--- config.mk ---
export PLATFORM = sky130hd
export DESIGN_NAME = hart_state
export DESIGN_NICKNAME = d
export VERILOG_FILES = /design/src/hw/hart_pkg.sv /design/src/hw/hart_state.sv /design/src/hw/retire_unit.sv /design/src/hw/csr_file.sv /design/src/hw/gpr_file.sv
export VERILOG_INCLUDE_DIRS = /design/src /design/src/include
export SDC_FILE = /design/constraint.sdc
export NUM_CORES = 2
export LEC_CHECK = 0
export BUFFER_PORTS_ARGS = -buffer_cell sky130_fd_sc_hd__buf_2
export CAP_MARGIN = 20
export CORE_ASPECT_RATIO = 0.5
export CORE_MARGIN = 10
export CORE_UTILIZATION = 63
export DETAILED_ROUTE_END_ITERATION = 10
export GPL_TIMING_DRIVEN = 0
export PLACE_DENSITY = 0.89
export SKIP_CTS_REPAIR_TIMING = 1
export SLEW_MARGIN = 20
export SYNTH_ARGS = -nofsm -noshare
export SYNTH_HDL_FRONTEND = slang
export SYNTH_HIERARCHICAL = 1
export SYNTH_SLANG_ARGS = --single-unit
--- constraint.sdc ---
create_clock -name clk -period 6.2 [get_ports clk]
set_clock_uncertainty 0.15 [all_clocks]
set_input_delay 1.55 -clock clk [delete_from_list [all_inputs] [get_ports clk]]
set_output_delay 1.55 -clock clk [all_outputs]
set_load 0.05 [all_outputs]
--- src/include/hart_consts.svh ---
`ifndef HART_CONSTS_SVH
`define HART_CONSTS_SVH

`define HART_XLEN          32
`define HART_REG_ADDR_W    5
`define HART_CSR_ADDR_W    12

// Machine CSR addresses
`define HART_CSR_MSTATUS   12'h300
`define HART_CSR_MTVEC     12'h305
`define HART_CSR_MEPC      12'h341
`define HART_CSR_MCAUSE    12'h342

`define HART_MSTATUS_RESET 32'h0000_1800   // MPP = machine
`define HART_MTVEC_RESET   32'h8000_0000

`define HART_CAUSE_ECALL_M 11

// mstatus bit positions
`define HART_MIE_BIT       3
`define HART_MPIE_BIT      7
`define HART_MPP_LSB       11

`endif
--- src/hw/hart_pkg.sv ---
`include "hart_consts.svh"

package hart_pkg;

    typedef enum logic [2:0] {
        OP_ADD   = 3'd0,
        OP_SUB   = 3'd1,
        OP_CSRRW = 3'd2,
        OP_CSRRS = 3'd3,
        OP_ECALL = 3'd4,
        OP_MRET  = 3'd5
    } op_e;

    // Decoded operation as it arrives with the strobe
    typedef struct packed {
        op_e                         op;
        logic [`HART_REG_ADDR_W-1:0] rd;
        logic [`HART_REG_ADDR_W-1:0] rs1;
        logic [`HART_REG_ADDR_W-1:0] rs2;
        logic [`HART_CSR_ADDR_W-1:0] csr_addr;
        logic [`HART_XLEN-1:0]       pc;
    } hart_op_t;

    typedef struct packed {
        logic                        en;
        logic [`HART_REG_ADDR_W-1:0] addr;
        logic [`HART_XLEN-1:0]       data;
    } gpr_wr_t;

    typedef struct packed {
        logic                        we;
        logic [`HART_CSR_ADDR_W-1:0] addr;   // Also the read address
        logic [`HART_XLEN-1:0]       wdata;
    } csr_req_t;

    typedef struct packed {
        logic                  enter;   // ECALL
        logic                  leave;   // MRET
        logic [`HART_XLEN-1:0] epc;
        logic [`HART_XLEN-1:0] cause;
    } trap_ctl_t;

    typedef struct packed {
        logic [`HART_REG_ADDR_W-1:0] rd;
        logic [`HART_XLEN-1:0]       rd_value;
        logic                        redirect;
        logic [`HART_XLEN-1:0]       redirect_pc;
    } retire_t;

endpackage

--- src/hw/hart_state.sv ---
`include "hart_consts.svh"

module hart_state (
    input  logic                  clk,
    input  logic                  arst_n,
    input  logic                  op_valid,
    input  hart_pkg::hart_op_t    op,
    output logic                  done,
    output hart_pkg::retire_t     retire,
    output logic [`HART_XLEN-1:0] mtvec,
    output logic [`HART_XLEN-1:0] mepc
);

    logic [`HART_REG_ADDR_W-1:0] raddr1;
    logic [`HART_REG_ADDR_W-1:0] raddr2;
    logic [`HART_XLEN-1:0]       rs1_data;
    logic [`HART_XLEN-1:0]       rs2_data;
    logic [`HART_XLEN-1:0]       csr_rdata;
    hart_pkg::gpr_wr_t           gpr_wr;
    hart_pkg::csr_req_t          csr_req;
    hart_pkg::trap_ctl_t         trap;

    gpr_file u_gpr (
        .clk    (clk),
        .arst_n (arst_n),
        .raddr1 (raddr1),
        .raddr2 (raddr2),
        .wr     (gpr_wr),
        .rdata1 (rs1_data),
        .rdata2 (rs2_data)
    );

    csr_file u_csr (
        .clk     (clk),
        .arst_n  (arst_n),
        .req     (csr_req),
        .trap    (trap),
        .rdata   (csr_rdata),
        .mtvec   (mtvec),
        .mepc    (mepc),
        .mstatus ()   // Read only through the CSR port
    );

    retire_unit u_retire (
        .clk       (clk),
        .arst_n    (arst_n),
        .op_valid  (op_valid),
        .op        (op),
        .rs1_data  (rs1_data),
        .rs2_data  (rs2_data),
        .raddr1    (raddr1),
        .raddr2    (raddr2),
        .gpr_wr    (gpr_wr),
        .csr_req   (csr_req),
        .trap      (trap),
        .csr_rdata (csr_rdata),
        .mtvec     (mtvec),
        .mepc      (mepc),
        .done      (done),
        .retire    (retire)
    );

endmodule

--- src/hw/retire_unit.sv ---
`include "hart_consts.svh"

module retire_unit (
    input  logic                        clk,
    input  logic                        arst_n,
    input  logic                        op_valid,
    input  hart_pkg::hart_op_t          op,
    input  logic [`HART_XLEN-1:0]       rs1_data,
    input  logic [`HART_XLEN-1:0]       rs2_data,
    output logic [`HART_REG_ADDR_W-1:0] raddr1,
    output logic [`HART_REG_ADDR_W-1:0] raddr2,
    output hart_pkg::gpr_wr_t           gpr_wr,
    output hart_pkg::csr_req_t          csr_req,
    output hart_pkg::trap_ctl_t         trap,
    input  logic [`HART_XLEN-1:0]       csr_rdata,
    input  logic [`HART_XLEN-1:0]       mtvec,
    input  logic [`HART_XLEN-1:0]       mepc,
    output logic                        done,
    output hart_pkg::retire_t           retire
);

    logic                  wr_rd;
    logic [`HART_XLEN-1:0] rd_data;
    logic                  redirect;
    logic [`HART_XLEN-1:0] redirect_pc;
    hart_pkg::retire_t     retire_d;

    assign raddr1 = op.rs1;
    assign raddr2 = op.rs2;

    // ~~~~~~~~~~~~~~~~~~~~~~~~~~~~~~~~~~~~~~~~~~~~~~~~~~~~~~~~~~~~~~~~~~~~
    // Execute
    // ~~~~~~~~~~~~~~~~~~~~~~~~~~~~~~~~~~~~~~~~~~~~~~~~~~~~~~~~~~~~~~~~~~~~

    always_comb begin
        wr_rd         = 1'b0;
        rd_data       = '0;
        redirect      = 1'b0;
        redirect_pc   = '0;
        csr_req.we    = 1'b0;
        csr_req.addr  = op.csr_addr;
        csr_req.wdata = rs1_data;
        trap.enter    = 1'b0;
        trap.leave    = 1'b0;
        trap.epc      = op.pc;
        trap.cause    = `HART_CAUSE_ECALL_M;
        if (op_valid) begin
            case (op.op)
                hart_pkg::OP_ADD: begin
                    wr_rd   = 1'b1;
                    rd_data = rs1_data + rs2_data;
                end
                hart_pkg::OP_SUB: begin
                    wr_rd   = 1'b1;
                    rd_data = rs1_data - rs2_data;
                end
                hart_pkg::OP_CSRRW: begin
                    wr_rd      = 1'b1;
                    rd_data    = csr_rdata;   // Old value
                    csr_req.we = 1'b1;
                end
                hart_pkg::OP_CSRRS: begin
                    wr_rd         = 1'b1;
                    rd_data       = csr_rdata;
                    csr_req.we    = (op.rs1 != '0);   // rs1 = x0 is a pure read
                    csr_req.wdata = csr_rdata | rs1_data;
                end
                hart_pkg::OP_ECALL: begin
                    trap.enter  = 1'b1;
                    redirect    = 1'b1;
                    redirect_pc = {mtvec[`HART_XLEN-1:2], 2'b00};
                end
                hart_pkg::OP_MRET: begin
                    trap.leave  = 1'b1;
                    redirect    = 1'b1;
                    redirect_pc = mepc;
                end
                default: ;
            endcase
        end
    end

    assign gpr_wr.en   = wr_rd;
    assign gpr_wr.addr = op.rd;
    assign gpr_wr.data = rd_data;

    assign retire_d.rd          = wr_rd ? op.rd : '0;
    assign retire_d.rd_value    = (wr_rd && op.rd != '0) ? rd_data : '0;
    assign retire_d.redirect    = redirect;
    assign retire_d.redirect_pc = redirect_pc;

    // ~~~~~~~~~~~~~~~~~~~~~~~~~~~~~~~~~~~~~~~~~~~~~~~~~~~~~~~~~~~~~~~~~~~~
    // Retirement report, one cycle later
    // ~~~~~~~~~~~~~~~~~~~~~~~~~~~~~~~~~~~~~~~~~~~~~~~~~~~~~~~~~~~~~~~~~~~~

    always_ff @(posedge clk or negedge arst_n) begin
        if (!arst_n) begin
            done <= 1'b0;
        end else begin
            done <= op_valid;
        end
    end

    always_ff @(posedge clk) begin
        if (op_valid) begin
            retire <= retire_d;
        end
    end

    a_retire_known: assert property (@(posedge clk) disable iff (!arst_n)
        done |-> !$isunknown(retire))
        else $error("retire_unit report unknown while done is high");

endmodule

--- src/hw/csr_file.sv ---
`include "hart_consts.svh"

module csr_file (
    input  logic                  clk,
    input  logic                  arst_n,
    input  hart_pkg::csr_req_t    req,
    input  hart_pkg::trap_ctl_t   trap,
    output logic [`HART_XLEN-1:0] rdata,
    output logic [`HART_XLEN-1:0] mtvec,
    output logic [`HART_XLEN-1:0] mepc,
    output logic [`HART_XLEN-1:0] mstatus
);

    logic [`HART_XLEN-1:0] mcause;

    // Unknown addresses read as zero
    always_comb begin
        case (req.addr)
            `HART_CSR_MSTATUS: rdata = mstatus;
            `HART_CSR_MTVEC:   rdata = mtvec;
            `HART_CSR_MEPC:    rdata = mepc;
            `HART_CSR_MCAUSE:  rdata = mcause;
            default:           rdata = '0;
        endcase
    end

    // ~~~~~~~~~~~~~~~~~~~~~~~~~~~~~~~~~~~~~~~~~~~~~~~~~~~~~~~~~~~~~~~~~~~~
    // Register update, trap actions first
    // ~~~~~~~~~~~~~~~~~~~~~~~~~~~~~~~~~~~~~~~~~~~~~~~~~~~~~~~~~~~~~~~~~~~~

    always_ff @(posedge clk or negedge arst_n) begin
        if (!arst_n) begin
            mstatus <= `HART_MSTATUS_RESET;
            mtvec   <= `HART_MTVEC_RESET;
            mepc    <= '0;
            mcause  <= '0;
        end else if (trap.enter) begin
            mepc                        <= trap.epc;
            mcause                      <= trap.cause;
            mstatus[`HART_MPIE_BIT]     <= mstatus[`HART_MIE_BIT];
            mstatus[`HART_MIE_BIT]      <= 1'b0;   // Interrupts off in handler
            mstatus[`HART_MPP_LSB +: 2] <= 2'b11;
        end else if (trap.leave) begin
            mstatus[`HART_MIE_BIT]  <= mstatus[`HART_MPIE_BIT];
            mstatus[`HART_MPIE_BIT] <= 1'b1;
        end else if (req.we) begin
            case (req.addr)
                `HART_CSR_MSTATUS: mstatus <= req.wdata;
                `HART_CSR_MTVEC:   mtvec   <= req.wdata;
                `HART_CSR_MEPC:    mepc    <= req.wdata;
                `HART_CSR_MCAUSE:  mcause  <= req.wdata;
                default: ;   // Write dropped
            endcase
        end
    end

    a_trap_onehot: assert property (@(posedge clk) disable iff (!arst_n)
        !(trap.enter && trap.leave))
        else $error("csr_file trap entry and return in the same cycle");

endmodule

--- src/hw/gpr_file.sv ---
`include "hart_consts.svh"

module gpr_file (
    input  logic                        clk,
    input  logic                        arst_n,
    input  logic [`HART_REG_ADDR_W-1:0] raddr1,
    input  logic [`HART_REG_ADDR_W-1:0] raddr2,
    input  hart_pkg::gpr_wr_t           wr,
    output logic [`HART_XLEN-1:0]       rdata1,
    output logic [`HART_XLEN-1:0]       rdata2
);

    // x1..x31 only, x0 has no storage
    logic [`HART_XLEN-1:0] regs [1:31];

    always_ff @(posedge clk or negedge arst_n) begin
        if (!arst_n) begin
            for (int i = 1; i < 32; i++) begin
                regs[i] <= '0;
            end
        end else if (wr.en && wr.addr != '0) begin
            regs[wr.addr] <= wr.data;
        end
    end

    // Combinational reads
    always_comb begin
        rdata1 = '0;
        rdata2 = '0;
        if (raddr1 != '0) begin
            rdata1 = regs[raddr1];
        end
        if (raddr2 != '0) begin
            rdata2 = regs[raddr2];
        end
    end

    // ~~~~~~~~~~~~~~~~~~~~~~~~~~~~~~~~~~~~~~~~~~~~~~~~~~~~~~~~~~~~~~~~~~~~
    // Checks
    // ~~~~~~~~~~~~~~~~~~~~~~~~~~~~~~~~~~~~~~~~~~~~~~~~~~~~~~~~~~~~~~~~~~~~

    a_wr_addr_known: assert property (@(posedge clk) disable iff (!arst_n)
        wr.en |-> !$isunknown(wr.addr))
        else $error("gpr_file write with unknown address");

endmodule

# After elaboration in Yosys (flattened, before gate mapping)
# Index checks and enable logic that the tools add are counted.
# word_totals
ff_bits	1191
inputBits	65
output_inout_bits	135
word_cells	126
# op_classes
add_sub_neg	2
order_cmp	4
n_eq_ne	10
n_mux	41
n_bitwise	6
reduce_logical	21
# op_table
operator	count
992-bit bitwise mux	1
32-bit two-way mux	18
32-bit binary-select mux with 5-bit select	2
32-bit demux with 5-bit select	1
32-bit one-hot mux with 4 select lines	1
32-bit one-hot mux with 3 select lines	1
32-bit one-hot mux with 2 select lines	1
12-bit by 10-bit equality test with 1-bit output, second input constant	4
32-bit adder	1
32-bit OR	1
32-bit subtractor	1
13-bit two-way mux	2
6-bit >= comparator, second input constant	3
5-bit NOT with 6-bit output	3
5-bit nonzero test	3
1-bit two-way mux	10
3-bit AND reduction	3
4-bit AND reduction	2
2-bit nonzero test	4
3-bit by 2-bit equality test with 1-bit output, second input constant	2
3-bit equality test, second input constant	2
6-bit by 1-bit less-than comparator with 1-bit output, second input constant	1
3-bit nonzero test	2
5-bit two-way mux	1
other kinds (10)	14

# Logic depth before layout (Yosys ltp)
# depth
word_depth	12
ltp_mapped	30
mapped_depth_nobuf	22

# Hierarchy
# The synthesis kept the hierarchy.
# modules_own_cells
module	n_inst	cells_per_inst	area_each_um2	seq_area_each_um2
gpr_file	1	4066	53385.0	24823.8
retire_unit	1	784	6795.3	2127.0
csr_file	1	618	6566.3	3206.8

# Worst setup path after synthesis
# Ideal clock, no wire load.
# synth_timing
path_kind	input -> register
start	input port op[45] (netlist name)
end	register u_gpr/regs[991] (netlist name)
setup_time_ns	0.125
arrival_ns	6.529
required_time_ns	5.925
slack_ns	-0.604
stages	27
n_path_buf	6
cell_sequence	buf_4 > buf_4 > buf_6 > buf_2 > mux4_2 > a211oi_1 > nor4_2 > inv_1 > ha_1 > nand2b_1 > or4_1 > nor2_1 > nand2_1 > o21ai_0 > xor2_1 > ha_1 > clkbuf_1 > a21oi_1 > o21ai_0 > a221o_1 > a21o_1 > a21oi_1 > o21ai_0 > xnor2_1 > o21ai_1 > clkbuf_1 > mux2_2
# synth_rtl
element	line_no	text
from (decl)	hart_state.sv:7	input hart_pkg::hart_op_t op,
to (signal, indexed assignment)	gpr_file.sv:22	regs[wr.addr] <= wr.data;
to (decl)	gpr_file.sv:14	logic [`HART_XLEN-1:0] regs [1:31];

==> reports/results.ini <==
[worst_setup_path]
critical_path_class=input port to flip-flop
path_max_fanout=10
critPathArrivalTime_ns=7.21
crit_required_ns=6.70
ff2ff_path_depth=20
cp-end-kind=flip-flop
startpoint_type=input port

[sta]
maxSlewViolCount=0
hold_violations=0
min_period_ns=6.71
setup_violations=877
fin_ws_ns=-0.510
timing.setup.tns_ns=-255.19
fin_hold_ws_ns=0.334
rsz0062_at_grt=true
period_share=1.08
maxSlewHeadroom=0.116
worstMarginPinSlew_ns=1.32
fmax_mhz=149

[clock_network]
cts_buffers=107
clockBufferDepth=3
cts_tree=yes
clk_pin_slew_ns=0.07
clock_latency_ns=0.78
cts_root_buf=clkbuf_16
clock_sinks=1191
htreeDepth=3

[drt]
ant_nets=0
wirelength_mm=285
first_iter_violations=8708
drc_errors=0
vias=55200
wl_per_cell_um=38.6
drtPass1Iterations=9
vias_per_cell=7.47

[power]
switchingPower_mw=6.03
leakagePower_nw=36.4
power_frac_comb=0.198
seqPwrFrac=0.439
clkPwrFrac=0.363
fin_total_pwr_mw=19.4
p_per_area_mw_per_mm2=248
peakVddDrop_v=0.000274
power.internal_mw=13.3
sw_frac_of_total=0.312

[job]
maxCapViolCount=0

[floorplanning]
die_h_um=250
io_pins=200
initial_core_util=0.635
die_w_um=480
die-area_mm2=0.120
rows=84
fp.coreArea_mm2=0.105

[final_layout]
drive_above_1_share=0.414
fill_cells=6973
area_growth_pct=16.9
final_area_mm2=0.0780
instances_no_fill=7392
nNetsFinal=5972

[grt]
grt_max_degree=145
first_global_vias=52200
overflow=0
grt_first_pass_wirelength_mm=384
grt_usage=0.445
antenna_found_initial=13

[place]
dpl.hpwl_mm=208
port_buffers=148
gp_congestion=1.11
dp.cells=7088
placed_area_mm2=0.0704

[synthesis]
ys_ff_latch=1191
ys_seq_area_frac=0.452
synth_cells=5468
synth_edf_count=70
synthArstFlopShare=0.941
synth_cell_types=87
yosysWarnings=6
synth_area_mm2=0.0667
synth.avg_cell_area_um2=12.2
yosys_most_used_dff=dfrtp_1

[run_status]
violations=setup timing
status=complete, but fails checks

[min_path]
hold_class=flip-flop to flip-flop
hold_depth=2

critical path: stages:
cell and delay [ns]:
buf_12 0.11, buf_12 0.15, buf_12 0.14, buf_16 0.16, buf_12 0.17, mux2i_4 0.29
a22oi_2 0.15, a21oi_4 0.36, nor4_4 0.16, buf_4 0.18, nor3_4 0.19, nor4b_4 0.40
nand2b_1 0.21, o41ai_2 0.39, xor2_1 0.16, ha_4 0.21, a21oi_4 0.18, nor2b_1 0.07
o21a_1 0.20, a311oi_4 0.47, xnor2_1 0.14, a22oi_2 0.36, nor2_4 0.13, clkbuf_4 0.29
mux2_1 0.33
routing by layer:
metal	vias to the layer above	global-route usage	routed length (um)
met3	948	0.326	56900
met2	4837	0.574	110000
met5	-	0.0686	2000
met4	43	0.174	13500
li1	21300	-	-
met1	28100	0.554	103000
per-stage QoR:
| step | utilization | worst slack [ns] |
|---|---|---|
| after floorplan | - | -0.212 |
| after global placement | 0.664 | -20.52 |
| after detailed placement | 0.669 | -3.39 |
| after CTS | 0.704 | -2.63 |
| after global routing | 0.742 | -0.524 |
| final | 0.742 | -0.510 |
Yosys cell counts, drive strengths merged, types with 10 or more instances:
cell type,count,area (um2)
mux2,1180,13300
dfrtp,1118,28000
mux2i,610,6110
buf,354,2180
o22ai,292,1830
clkbuf,274,1030
nor3,138,691
nand2,132,498
nor2,132,495
mux4,128,2880
a22oi,100,751
a21oi,97,489
o21ai,73,369
edfxtp,70,2100
a211oi,65,488
nor2b,64,400
nand3b,60,458
o211ai,51,383
nand2b,47,294
nor4,38,293
or3,38,253
a221o,36,360
a221oi,34,304
a32oi,33,289
ha,32,400
a21o,31,233
xnor2,29,254
xor2,25,219
nand3,20,100
and2,16,100
nand4,14,87.6
inv,13,48.8
a22o,12,105
a41oi,10,87.6
worst paths after layout:
kind	startpoint	end	slack (ns)
setup / recovery	op[45]	u_gpr/regs[913]	-0.51
hold / removal	u_csr/mstatus[12]	u_csr/mstatus[12]	0.33
setup reg to reg	u_gpr/regs[737]	u_gpr/regs[913]	0.41
hold reg to reg	u_csr/mstatus[12]	u_csr/mstatus[12]	0.33
max in group asynchronous	arst_n	u_gpr/regs[294]	3.05
min in group asynchronous	arst_n	u_gpr/regs[892]	0.46
cell usage in the layout (no fill, tap or decap), types with 34 or more instances in the layout:
cell / netlist / routed
nand3b_1: 58 / 58
clkbuf_1: 273 / 163
dfrtp_1: 1118 / 1118
a221o_1: 36 / 36
nand2_1: 131 / 126
buf_12: 1 / 35
mux2i_1: 610 / 599
mux2_1: 81 / 78
or3_1: 35 / 34
buf_4: 111 / 234
nand2b_1: 47 / 44
o21ai_0: 67 / 51
a21oi_1: 96 / 47
edfxtp_1: 70 / 70
a211oi_4: 0 / 35
buf_6: 22 / 56
nor3_1: 138 / 109
o211ai_1: 51 / 51
a22oi_1: 100 / 88
mux4_2: 128 / 128
clkbuf_16: 0 / 116
mux2_2: 1099 / 1083
nor2b_1: 64 / 61
nor2_1: 132 / 113
clkbuf_2: 1 / 36
buf_2: 188 / 295
o22ai_1: 292 / 276
kinds of logic after synthesis:
logic type,count (synthesis),share of synthesized area
AND/OR/NAND/NOR,740,0.0600
flip-flops,1191,0.452
other,2,0.000113
buffers and inverters,643,0.0490
multiplexers,1918,0.334
AO/OA/AOI/OAI,887,0.0919
adder cells (fa/ha/maj),33,0.00630
XOR/XNOR,54,0.00709
sequential cells by signal, summed over array words and instances, names as in the netlist:
register	cells
u_csr/mcause	32
u_csr/mtvec	32
u_retire/done	1
u_csr/mstatus	32
u_retire/retire	70
u_csr/mepc	32
u_gpr/regs	992
area by class of cell:
cell class	count	area, um2	share of cell area
diodes	13	32.5	0.000417
repair buffers	279	2200	0.0282
clock inverters	36	468	0.00600
well taps	1419	1780	0.0228
flip-flops and latches	1191	30200	0.387
inverters	15	56.3	0.000722
multi-input cells	3664	35800	0.459
plain buffers	616	4430	0.0568
clock buffers	159	3110	0.0399
power groups by stage:
stage / clock, mW / sequential (mW) / combinational, mW
3_5_place_dp: 0 / 8.61 / 3.17
3_3_place_gp: 0 / 8.59 / 3.06
5_1_grt: 7.31 / 8.52 / 3.89
4_1_cts: 7.01 / 8.47 / 3.18
2_1_floorplan: 0 / 8.77 / 1.67
6_report: 7.04 / 8.49 / 3.84
Note: power is estimated with default switching activity, not from simulation.
